`src/hdl/gfx_pkg.sv`:
```
package gfx_pkg;

    // VRAM is word addressed, 8K x 16
    typedef logic [12:0] vram_addr_t;
    typedef logic [15:0] vram_word_t;

    // Palette select on top, color index below, index 0 is transparent
    typedef logic [4:0] pixel_t;

    // Pixel column, line number and scroll amounts
    typedef logic [7:0] xpos_t;

    // Eight 4-bit pixels, leftmost in the top nibble
    typedef logic [31:0] chunky_row_t;

    typedef enum logic [2:0] {
        DONE,
        MAP_ADDR,
        MAP_READ,
        SPR_Y,
        SPR_XN,
        SPR_CHECK,
        PAT_LO,
        PAT_HI
    } fetch_state_t;

    localparam int NUM_COLUMNS      = 32;
    localparam int NUM_SPRITES      = 64;
    localparam int MAX_LINE_SPRITES = 8;

    // Y value that ends the sprite list
    localparam xpos_t SPRITE_TERMINATOR  = 8'hD0;
    localparam xpos_t HSCROLL_LOCK_LINES = 8'd16;

endpackage

```
`src/hdl/render_if.sv`:
```
`timescale 1ns/100ps

interface render_if import gfx_pkg::*; ();

    // One 8-pixel command, sampled by the renderer in the start cycle
    xpos_t       x;
    chunky_row_t data;
    logic        start;
    logic        is_sprite;
    logic        hflip;
    logic        palette;
    logic        line_begin;

    // Status back to the fetcher
    logic        busy;
    logic        last_pixel;

    modport fetch (output x, data, start, is_sprite, hflip, palette, line_begin,
                   input busy, last_pixel);

    modport render (input x, data, start, is_sprite, hflip, palette, line_begin,
                    output busy, last_pixel);

endinterface

```
`src/hdl/gfx_fetch.sv`:
```
`timescale 1ns/100ps

module gfx_fetch import gfx_pkg::*; (
    input  logic       clk,
    input  logic       reset,
    input  logic       start,
    input  xpos_t      line,
    input  logic       hscroll_lock,
    input  xpos_t      hscroll,
    input  xpos_t      vscroll,
    input  logic [2:0] name_base,
    input  logic [5:0] sprattr_base,
    input  logic       sprpat_base,
    input  logic       sprite_tall,
    input  vram_word_t vdata,
    output vram_addr_t vaddr,
    output logic       bank_sel,
    output logic       spr_overflow,
    render_if.fetch    r
);

    fetch_state_t state_r, state_next;
    fetch_state_t ret_state_r, ret_state_next;
    vram_addr_t   vaddr_r, vaddr_next;
    logic [5:0]   col_r, col_next;
    logic [6:0]   spr_idx_r, spr_idx_next;
    logic [3:0]   spr_cnt_r, spr_cnt_next;
    logic         bank_sel_next;
    xpos_t        hscroll_r, hscroll_next;
    xpos_t        vscroll_r, vscroll_next;
    xpos_t        line_r, line_next;
    xpos_t        spr_y_r, spr_y_next;
    xpos_t        render_x_r, render_x_next;
    vram_word_t   pat_lo_r, pat_lo_next;
    logic         is_sprite_r, is_sprite_next;
    logic         hflip_r, hflip_next;
    logic         palette_r, palette_next;
    logic         render_start;
    chunky_row_t  row_chunky;

    ////////////////////////////////
    // Address generation
    ////////////////////////////////
    xpos_t      tline;
    logic [2:0] pat_row;
    vram_addr_t map_addr;
    vram_addr_t pat_addr;
    vram_addr_t spr_addr_y;
    vram_addr_t spr_addr_xn;
    vram_addr_t spr_pat_addr;
    xpos_t      spr_y_byte;
    xpos_t      ydiff;
    logic [3:0] spr_height;
    logic       spr_on_line;
    logic       spr_terminated;
    logic       spr_full;

    // Scrolled tile row, name table entry arrives in vdata
    assign tline    = line_r + vscroll_r;
    assign pat_row  = vdata[10] ? ~tline[2:0] : tline[2:0];
    assign map_addr = {name_base, tline[7:3], col_r[4:0]};
    assign pat_addr = {vdata[8:0], pat_row, 1'b0};

    // Y bytes are packed two per word, X and tile number one entry per word
    assign spr_addr_y  = {sprattr_base, 2'b00, spr_idx_r[5:1]};
    assign spr_addr_xn = {sprattr_base, 1'b1, spr_idx_r[5:0]};
    assign spr_y_byte  = spr_idx_r[0] ? vdata[15:8] : vdata[7:0];

    // Sprite line test, spr_y_r already holds Y + 1
    assign ydiff          = line_r - spr_y_r;
    assign spr_height     = sprite_tall ? 4'd15 : 4'd7;
    assign spr_on_line    = (ydiff <= {4'd0, spr_height});
    assign spr_terminated = (spr_y_r == SPRITE_TERMINATOR + 8'd1);
    assign spr_full       = (spr_cnt_r == 4'(MAX_LINE_SPRITES));

    // Tall sprites take the lower tile bit from the sprite row
    assign spr_pat_addr = {sprpat_base, vdata[15:9], sprite_tall ? ydiff[3] : vdata[8],
                           ydiff[2:0], 1'b0};

    // Bitplanes to chunky, word 0 holds planes 0 and 1, word 1 planes 2 and 3
    always_comb begin
        for (int i = 0; i < 8; i++) begin
            row_chunky[4*i +: 4] = {vdata[8+i], vdata[i], pat_lo_r[8+i], pat_lo_r[i]};
        end
    end

    ////////////////////////////////
    // Fetch FSM
    ////////////////////////////////
    always_comb begin
        state_next     = state_r;
        ret_state_next = ret_state_r;
        vaddr_next     = vaddr_r;
        col_next       = col_r;
        spr_idx_next   = spr_idx_r;
        spr_cnt_next   = spr_cnt_r;
        bank_sel_next  = bank_sel;
        hscroll_next   = hscroll_r;
        vscroll_next   = vscroll_r;
        line_next      = line_r;
        spr_y_next     = spr_y_r;
        render_x_next  = render_x_r;
        pat_lo_next    = pat_lo_r;
        is_sprite_next = is_sprite_r;
        hflip_next     = hflip_r;
        palette_next   = palette_r;
        render_start   = 1'b0;
        spr_overflow   = 1'b0;

        if (start) begin
            if (hscroll_lock && line < HSCROLL_LOCK_LINES)
                hscroll_next = '0;
            else
                hscroll_next = hscroll;
            // Vertical scroll only changes at the top of the frame
            if (line == 8'd0)
                vscroll_next = vscroll;
            line_next      = line;
            bank_sel_next  = !bank_sel;
            col_next       = '0;
            spr_idx_next   = '0;
            spr_cnt_next   = '0;
            is_sprite_next = 1'b0;
            state_next     = MAP_ADDR;
        end else begin
            case (state_r)
                DONE: begin
                end

                MAP_ADDR: begin
                    if (col_r == 6'(NUM_COLUMNS)) begin
                        state_next = SPR_Y;
                    end else begin
                        vaddr_next = map_addr;
                        state_next = MAP_READ;
                    end
                end

                MAP_READ: begin
                    vaddr_next     = pat_addr;
                    hflip_next     = vdata[9];
                    palette_next   = vdata[11];
                    render_x_next  = hscroll_r + {col_r[4:0], 3'b000};
                    col_next       = col_r + 6'd1;
                    ret_state_next = MAP_ADDR;
                    state_next     = PAT_LO;
                end

                SPR_Y: begin
                    if (spr_idx_r == 7'(NUM_SPRITES)) begin
                        state_next = DONE;
                    end else begin
                        vaddr_next = spr_addr_y;
                        state_next = SPR_XN;
                    end
                end

                SPR_XN: begin
                    spr_y_next = spr_y_byte + 8'd1;
                    vaddr_next = spr_addr_xn;
                    state_next = SPR_CHECK;
                end

                SPR_CHECK: begin
                    spr_idx_next   = spr_idx_r + 7'd1;
                    ret_state_next = SPR_Y;
                    if (spr_terminated) begin
                        state_next = DONE;
                    end else if (spr_on_line && spr_full) begin
                        // Ninth sprite on this line
                        spr_overflow = 1'b1;
                        state_next   = DONE;
                    end else if (spr_on_line) begin
                        spr_cnt_next   = spr_cnt_r + 4'd1;
                        vaddr_next     = spr_pat_addr;
                        render_x_next  = vdata[7:0];
                        is_sprite_next = 1'b1;
                        hflip_next     = 1'b0;
                        palette_next   = 1'b1;
                        state_next     = PAT_LO;
                    end else begin
                        state_next = SPR_Y;
                    end
                end

                PAT_LO: begin
                    pat_lo_next = vdata;
                    vaddr_next  = {vaddr_r[12:1], 1'b1};
                    state_next  = PAT_HI;
                end

                PAT_HI: begin
                    // Hold the address so vdata stays valid while waiting
                    if (!r.busy || r.last_pixel) begin
                        render_start = 1'b1;
                        state_next   = ret_state_r;
                    end
                end
            endcase
        end
    end

    always_ff @(posedge clk) begin
        if (reset) begin
            state_r     <= DONE;
            ret_state_r <= DONE;
            vaddr_r     <= '0;
            col_r       <= '0;
            spr_idx_r   <= '0;
            spr_cnt_r   <= '0;
            bank_sel    <= 1'b0;
            hscroll_r   <= '0;
            vscroll_r   <= '0;
        end else begin
            state_r     <= state_next;
            ret_state_r <= ret_state_next;
            vaddr_r     <= vaddr_next;
            col_r       <= col_next;
            spr_idx_r   <= spr_idx_next;
            spr_cnt_r   <= spr_cnt_next;
            bank_sel    <= bank_sel_next;
            hscroll_r   <= hscroll_next;
            vscroll_r   <= vscroll_next;
        end
    end

    always_ff @(posedge clk) begin
        line_r      <= line_next;
        spr_y_r     <= spr_y_next;
        render_x_r  <= render_x_next;
        pat_lo_r    <= pat_lo_next;
        is_sprite_r <= is_sprite_next;
        hflip_r     <= hflip_next;
        palette_r   <= palette_next;
    end

    // VRAM sees the next address, data returns a cycle later
    assign vaddr = vaddr_next;

    assign r.x          = render_x_r;
    assign r.data       = row_chunky;
    assign r.start      = render_start;
    assign r.is_sprite  = is_sprite_r;
    assign r.hflip      = hflip_r;
    assign r.palette    = palette_r;
    assign r.line_begin = start;

endmodule

```
`src/hdl/gfx_top.sv`:
```
`timescale 1ns/100ps

module gfx_top import gfx_pkg::*; (
    input  logic       clk,
    input  logic       reset,

    // Display registers
    input  logic       hscroll_lock,
    input  xpos_t      hscroll,
    input  xpos_t      vscroll,
    input  logic [2:0] name_base,
    input  logic [5:0] sprattr_base,
    input  logic       sprpat_base,
    input  logic       sprite_tall,

    // Line control
    input  xpos_t      line,
    input  logic       start,

    // VRAM
    output vram_addr_t vaddr,
    input  vram_word_t vdata,

    // Readback
    input  xpos_t      pix_idx,
    output pixel_t     pix,

    output logic       spr_overflow,
    output logic       spr_collision
);

    logic   bank_sel;
    xpos_t  wr_idx;
    pixel_t wr_pixel;
    logic   wr_en;

    render_if rif ();

    gfx_fetch fetch (
        .clk          (clk),
        .reset        (reset),
        .start        (start),
        .line         (line),
        .hscroll_lock (hscroll_lock),
        .hscroll      (hscroll),
        .vscroll      (vscroll),
        .name_base    (name_base),
        .sprattr_base (sprattr_base),
        .sprpat_base  (sprpat_base),
        .sprite_tall  (sprite_tall),
        .vdata        (vdata),
        .vaddr        (vaddr),
        .bank_sel     (bank_sel),
        .spr_overflow (spr_overflow),
        .r            (rif.fetch)
    );

    tile_renderer renderer (
        .clk           (clk),
        .reset         (reset),
        .r             (rif.render),
        .wr_idx        (wr_idx),
        .wr_pixel      (wr_pixel),
        .wr_en         (wr_en),
        .spr_collision (spr_collision)
    );

    line_buffer linebuf (
        .clk      (clk),
        .bank_sel (bank_sel),
        .wr_idx   (wr_idx),
        .wr_pixel (wr_pixel),
        .wr_en    (wr_en),
        .rd_idx   (pix_idx),
        .rd_pixel (pix)
    );

endmodule

```
`src/hdl/line_buffer.sv`:
```
`timescale 1ns/100ps

module line_buffer import gfx_pkg::*; (
    input  logic   clk,
    input  logic   bank_sel,
    input  xpos_t  wr_idx,
    input  pixel_t wr_pixel,
    input  logic   wr_en,
    input  xpos_t  rd_idx,
    output pixel_t rd_pixel
);

    // Two line banks, one filled while the other is shown
    pixel_t bank_mem [0:1][0:255];

    always_ff @(posedge clk) begin
        if (wr_en)
            bank_mem[bank_sel][wr_idx] <= wr_pixel;
    end

    // Registered read from the idle bank
    always_ff @(posedge clk) begin
        rd_pixel <= bank_mem[!bank_sel][rd_idx];
    end

endmodule

```
`src/hdl/tile_renderer.sv`:
```
`timescale 1ns/100ps

module tile_renderer import gfx_pkg::*; (
    input  logic      clk,
    input  logic      reset,
    render_if.render  r,
    output xpos_t     wr_idx,
    output pixel_t    wr_pixel,
    output logic      wr_en,
    output logic      spr_collision
);

    logic         active_r;
    logic [2:0]   count_r;
    chunky_row_t  shift_r;
    xpos_t        idx_r;
    logic         hflip_r;
    logic         is_sprite_r;
    logic         palette_r;
    logic [255:0] occupied_r;

    logic [3:0]   color;
    logic         opaque;
    logic         taken;

    // Leftmost pixel first, or rightmost first when flipped
    assign color  = hflip_r ? shift_r[3:0] : shift_r[31:28];
    assign opaque = (color != 4'd0);
    assign taken  = occupied_r[idx_r];

    ////////////////////////////////
    // Sequencing
    ////////////////////////////////
    always_ff @(posedge clk) begin
        if (reset) begin
            active_r <= 1'b0;
            count_r  <= '0;
        end else if (r.start) begin
            active_r <= 1'b1;
            count_r  <= '0;
        end else if (active_r) begin
            count_r <= count_r + 3'd1;
            if (count_r == 3'd7)
                active_r <= 1'b0;
        end
    end

    always_ff @(posedge clk) begin
        if (r.start) begin
            shift_r     <= r.data;
            idx_r       <= r.x;
            hflip_r     <= r.hflip;
            is_sprite_r <= r.is_sprite;
            palette_r   <= r.palette;
        end else if (active_r) begin
            shift_r <= hflip_r ? (shift_r >> 4) : (shift_r << 4);
            // Wraps past column 255
            idx_r   <= idx_r + 8'd1;
        end
    end

    ////////////////////////////////
    // Sprite occupancy
    ////////////////////////////////
    always_ff @(posedge clk) begin
        if (r.line_begin)
            occupied_r <= '0;
        else if (active_r && is_sprite_r && opaque)
            occupied_r[idx_r] <= 1'b1;
    end

    assign r.busy       = active_r;
    assign r.last_pixel = active_r && (count_r == 3'd7);

    // First sprite in the table keeps the pixel
    assign wr_idx        = idx_r;
    assign wr_pixel      = {palette_r, color};
    assign wr_en         = active_r && (!is_sprite_r || (opaque && !taken));
    assign spr_collision = active_r && is_sprite_r && opaque && taken;

endmodule

```
`config.mk`:
```
export PLATFORM = sky130hd
export DESIGN_NAME = gfx_top
export DESIGN_NICKNAME = d
export VERILOG_FILES = /design/src/hdl/gfx_pkg.sv /design/src/hdl/render_if.sv /design/src/hdl/gfx_fetch.sv /design/src/hdl/gfx_top.sv /design/src/hdl/line_buffer.sv /design/src/hdl/tile_renderer.sv
export SDC_FILE = /design/constraint.sdc
export NUM_CORES = 2
export LEC_CHECK = 0
export ABC_CLOCK_PERIOD_IN_PS = 22500
export BUFFER_PORTS_ARGS = -buffer_cell sky130_fd_sc_hd__buf_2
export CORE_UTILIZATION = 45
export DETAILED_ROUTE_END_ITERATION = 12
export GPL_ROUTABILITY_DRIVEN = 0
export SETUP_SLACK_MARGIN = 0.3
export SKIP_LAST_GASP = 1
export SLEW_MARGIN = 20
export SYNTH_ARGS = -nofsm -noshare
export SYNTH_HDL_FRONTEND = slang
export SYNTH_SLANG_ARGS = --single-unit
export TNS_END_PERCENT = 20
```
`constraint.sdc`:
```
create_clock -name clk -period 22.5 [get_ports clk]
set_input_delay 2.25 -clock clk [delete_from_list [all_inputs] [get_ports clk]]
set_output_delay 2.25 -clock clk [all_outputs]
set_load 0.01 [all_outputs]
```
==> impl_metrics.toml <==
[timing]
rsz0062_at_grt = "no"
fmax_mhz = 139
fin_setup_tns_ns = 0
hold_viol_final = 0
layout_setup_ws_ns = 15.32
whs_ns = 0.420
relSlewSlack_pct = 12.1
worst_slew_pin_slew_ns = 1.32
period_minus_slack_ns = 7.18
slew_violations = 0
setup_viol = 0
finalCritPeriodShare_pct = 31.9
fin_skew_ns = 0.0743

[global_route]
grt_usage_pct = 22.7
grt_pass1_vias = 64500
gr-total-overflow = 0
grt_first_pass_wirelength_um = 442000
grt_max_degree = 213
antenna_found_initial = 2

[synth]
yosysSeqAreaShare_pct = 72.8
synth-compound-area-share_pct = 4.02
async_reset_ff_share_pct = 0
synth_top_family_by_area = "multiplexers"
yosysUniqueCellTypes = 83
synth_flop_cell = "edfxtp_1"
synth_mux_area_share_pct = 14.5
yosysWarnings = 0
yosys.area_share.adder_pct = 0.401
synth-seq-cells = 2963
syn-cell-area_sq_mm = 0.118
synth-simple-area-share_pct = 6.09
syn_nets = 6989
synth_xor_area_share_pct = 0.290
synth_edf_count = 2645
syn_avg_cell_area_sq_um = 17.1
syn_inst = 6890

[routing]
first_pass_iters = 6
viasPerCell = 5.93
routed_wl_um = 299000
postRouteAntennaNets = 0
via_count = 63300
drt-wirelength-per-cell_um = 28.0
drtIter0Drc = 6745
drc = 0

[hold_path]
holdPathStages = 0
hold_path.class = "flop to flop"

[clock_tree]
root_buffer = "clkbuf_16"
cts.sinks = 2963
h-tree-depth = 5
clkTransAtPathRegs_ns = 0.06
cts_max_path_buffers = 4
cts_buffers = 319
clkLatencyLatePin_ns = 0.95
cts.repair.resized = 0
hold_buffers = 0
post_cts_buffers = 0
cts_tree = "built"

[job]
cap_violations = 0

[pwr]
ir_worst_vdd_mv = 0.0913
power_leakage_nw = 41.3
p_per_area_mw_per_mm2 = 86.8

[critical_path]
cp.arrival_ns = 4.93
setup.worst_path.start = "renderer.wr_idx[0]"
critPathRequiredTime_ns = 20.25
crit_path_end = "spr_collision"
r2r-start = "fetch.bank_sel"
r2r_slack_ns = 15.76
r2r_cells = 13
start_kind = "flop"
cp-end-kind = "output port"
timing.rr.end = "linebuf.rd_pixel[4]"
cp_max_fo = 40
critical_path_class = "flop to output port"

[place]
io_buffers = 82
placed_area_sq_mm = 0.122
place_ws_ns = 14.65
hpwl_um = 177000
place_inst = 10100

[layout]
seq_area_sq_mm = 0.0858
nFillCells = 21000
drive_gt1_share_pct = 20.1
fin_cells = 10700
final_area_sq_mm = 0.132
synthToLayoutAreaGrowth_pct = 12.0
layout.nets = 7055
multi_input_area_sq_mm = 0.0301

[floorplan]
start_util_pct = 45.3
die-area_sq_mm = 0.264
die_w_um = 514
rows = 187
core_area_sq_mm = 0.260
die_y_um = 514
top_level_ports = 83

[run_status]
status = "completed"
==> Yosys cell counts (19+ instances only) <==
cell type / count / area share, %
xnor2_1: 19 / 0.14
a211oi_1: 31 / 0.20
xor2_1: 20 / 0.15
nor3_1: 25 / 0.11
mux2_2: 30 / 0.29
mux4_2: 673 / 13
nand2_1: 364 / 1.2
a21oi_1: 313 / 1.3
a22oi_1: 24 / 0.15
buf_1: 100 / 0.32
nand4_1: 35 / 0.19
nand3_1: 136 / 0.58
inv_1: 31 / 0.099
a31oi_1: 53 / 0.28
nor2_1: 954 / 3.0
ha_1: 33 / 0.35
o22ai_1: 82 / 0.44
clkbuf_1: 309 / 0.98
dfxtp_1: 318 / 5.4
o21ai_0: 183 / 0.78
edfxtp_1: 2645 / 67
nor2b_1: 20 / 0.11
mux2i_1: 145 / 1.2
buf_2: 75 / 0.32
==> cells by family after synthesis <==
logic type / count (synthesis)
mux: 854
flops: 2963
fa+ha+maj: 36
buf+inv: 536
simple gates: 1663
compound gates: 799
xor+xnor: 39
==> through the flow <==
| step | util, % | power (mW) |
|---|---|---|
| 2_1_floorplan | - | 6.39 |
| 6_report | 50.8 | 11.5 |
| 3_3_place_gp | 47.0 | 6.55 |
| 3_5_place_dp | 47.0 | 6.55 |
| 5_1_grt | 50.8 | 11.8 |
| 4_1_cts | 50.8 | 11.5 |
==> final cells by class <==
type                    instances  area share [%]
repair buffers                246            1.31
inverters                      35           0.105
flip-flops and latches       2963            65.0
multi-input cells            3391            22.8
clock buffers                 413            6.56
well taps                    3496            3.31
diodes                          4         0.00758
clock inverters               138           0.923
==> how the worst min path moves through the flow <==
stage,end,start
floorplan,renderer.hflip_r,fetch.r.hflip
global placement,renderer.hflip_r,fetch.r.hflip
detailed placement,renderer.hflip_r,fetch.r.hflip
CTS,renderer.hflip_r,fetch.r.hflip
global route,renderer.hflip_r,fetch.r.hflip
finish,renderer.hflip_r,fetch.r.hflip
==> cells in the final DEF, fill, tap and decap left out, drive strengths merged, types with 16 or more instances in the layout <==
cell / instances
bufinv: 21
nand2: 364
ha: 33
nor2b: 20
nand4: 42
clkinv: 104
mux2: 30
o221ai: 16
clkbuf: 414
a22oi: 24
a21oi: 313
dfxtp: 318
nor3: 25
mux2i: 145
o22ai: 82
a211oi: 31
mux4: 679
o21ai: 183
or3b: 16
xor2: 20
a31oi: 53
nor2: 970
edfxtp: 2645
xnor2: 19
buf: 245
inv: 41
nand3: 136
a221oi: 18
==> flip-flops by register name, summed over array words and instances (netlist names), 2 cells and up <==
name                 cells
fetch.r.x                8
fetch.vaddr_r           13
fetch.line_r             8
fetch.spr_idx_r          7
linebuf.rd_pixel         5
fetch.vscroll_r          8
renderer.occupied_r    256
linebuf.bank_mem      2560
renderer.wr_idx          8
fetch.pat_lo_r          16
renderer.count_r         3
renderer.shift_r        32
fetch.spr_cnt_r          4
fetch.ret_state_r        2
fetch.hscroll_r          8
fetch.col_r              6
fetch.state_r            3
fetch.spr_y_r            8
==> worst max-delay path, cell delays in order (launching register included) <==
cell and delay, ns:
edfxtp_1 0.35, buf_4 0.53, buf_4 0.72, mux4_2 0.60
nand3_1 0.10, a21oi_1 0.08, a211o_1 0.30, nor4_1 0.58
a31oi_1 0.41, buf_2 0.26
==> power breakdown <==
part / internal [mW] / leakage, nW / total, mW / switching (mW)
clock: 2.94 / 4.83 / 5.03 / 2.09
sequential: 5.91 / 26.3 / 5.92 / 0.0108
combinational: 0.223 / 10.1 / 0.509 / 0.285
total: 9.07 / 41.3 / 11.5 / 2.38
==> layer usage <==
layer	up-vias	track usage (%)	part of all wire, %
li1	27200	-	-
met3	506	3.41	6.8
met2	2396	36.5	48
met5	-	0	0
met1	33200	31.6	42
met4	0	7.69	3.4
Power figures use the tool's default switching activity.
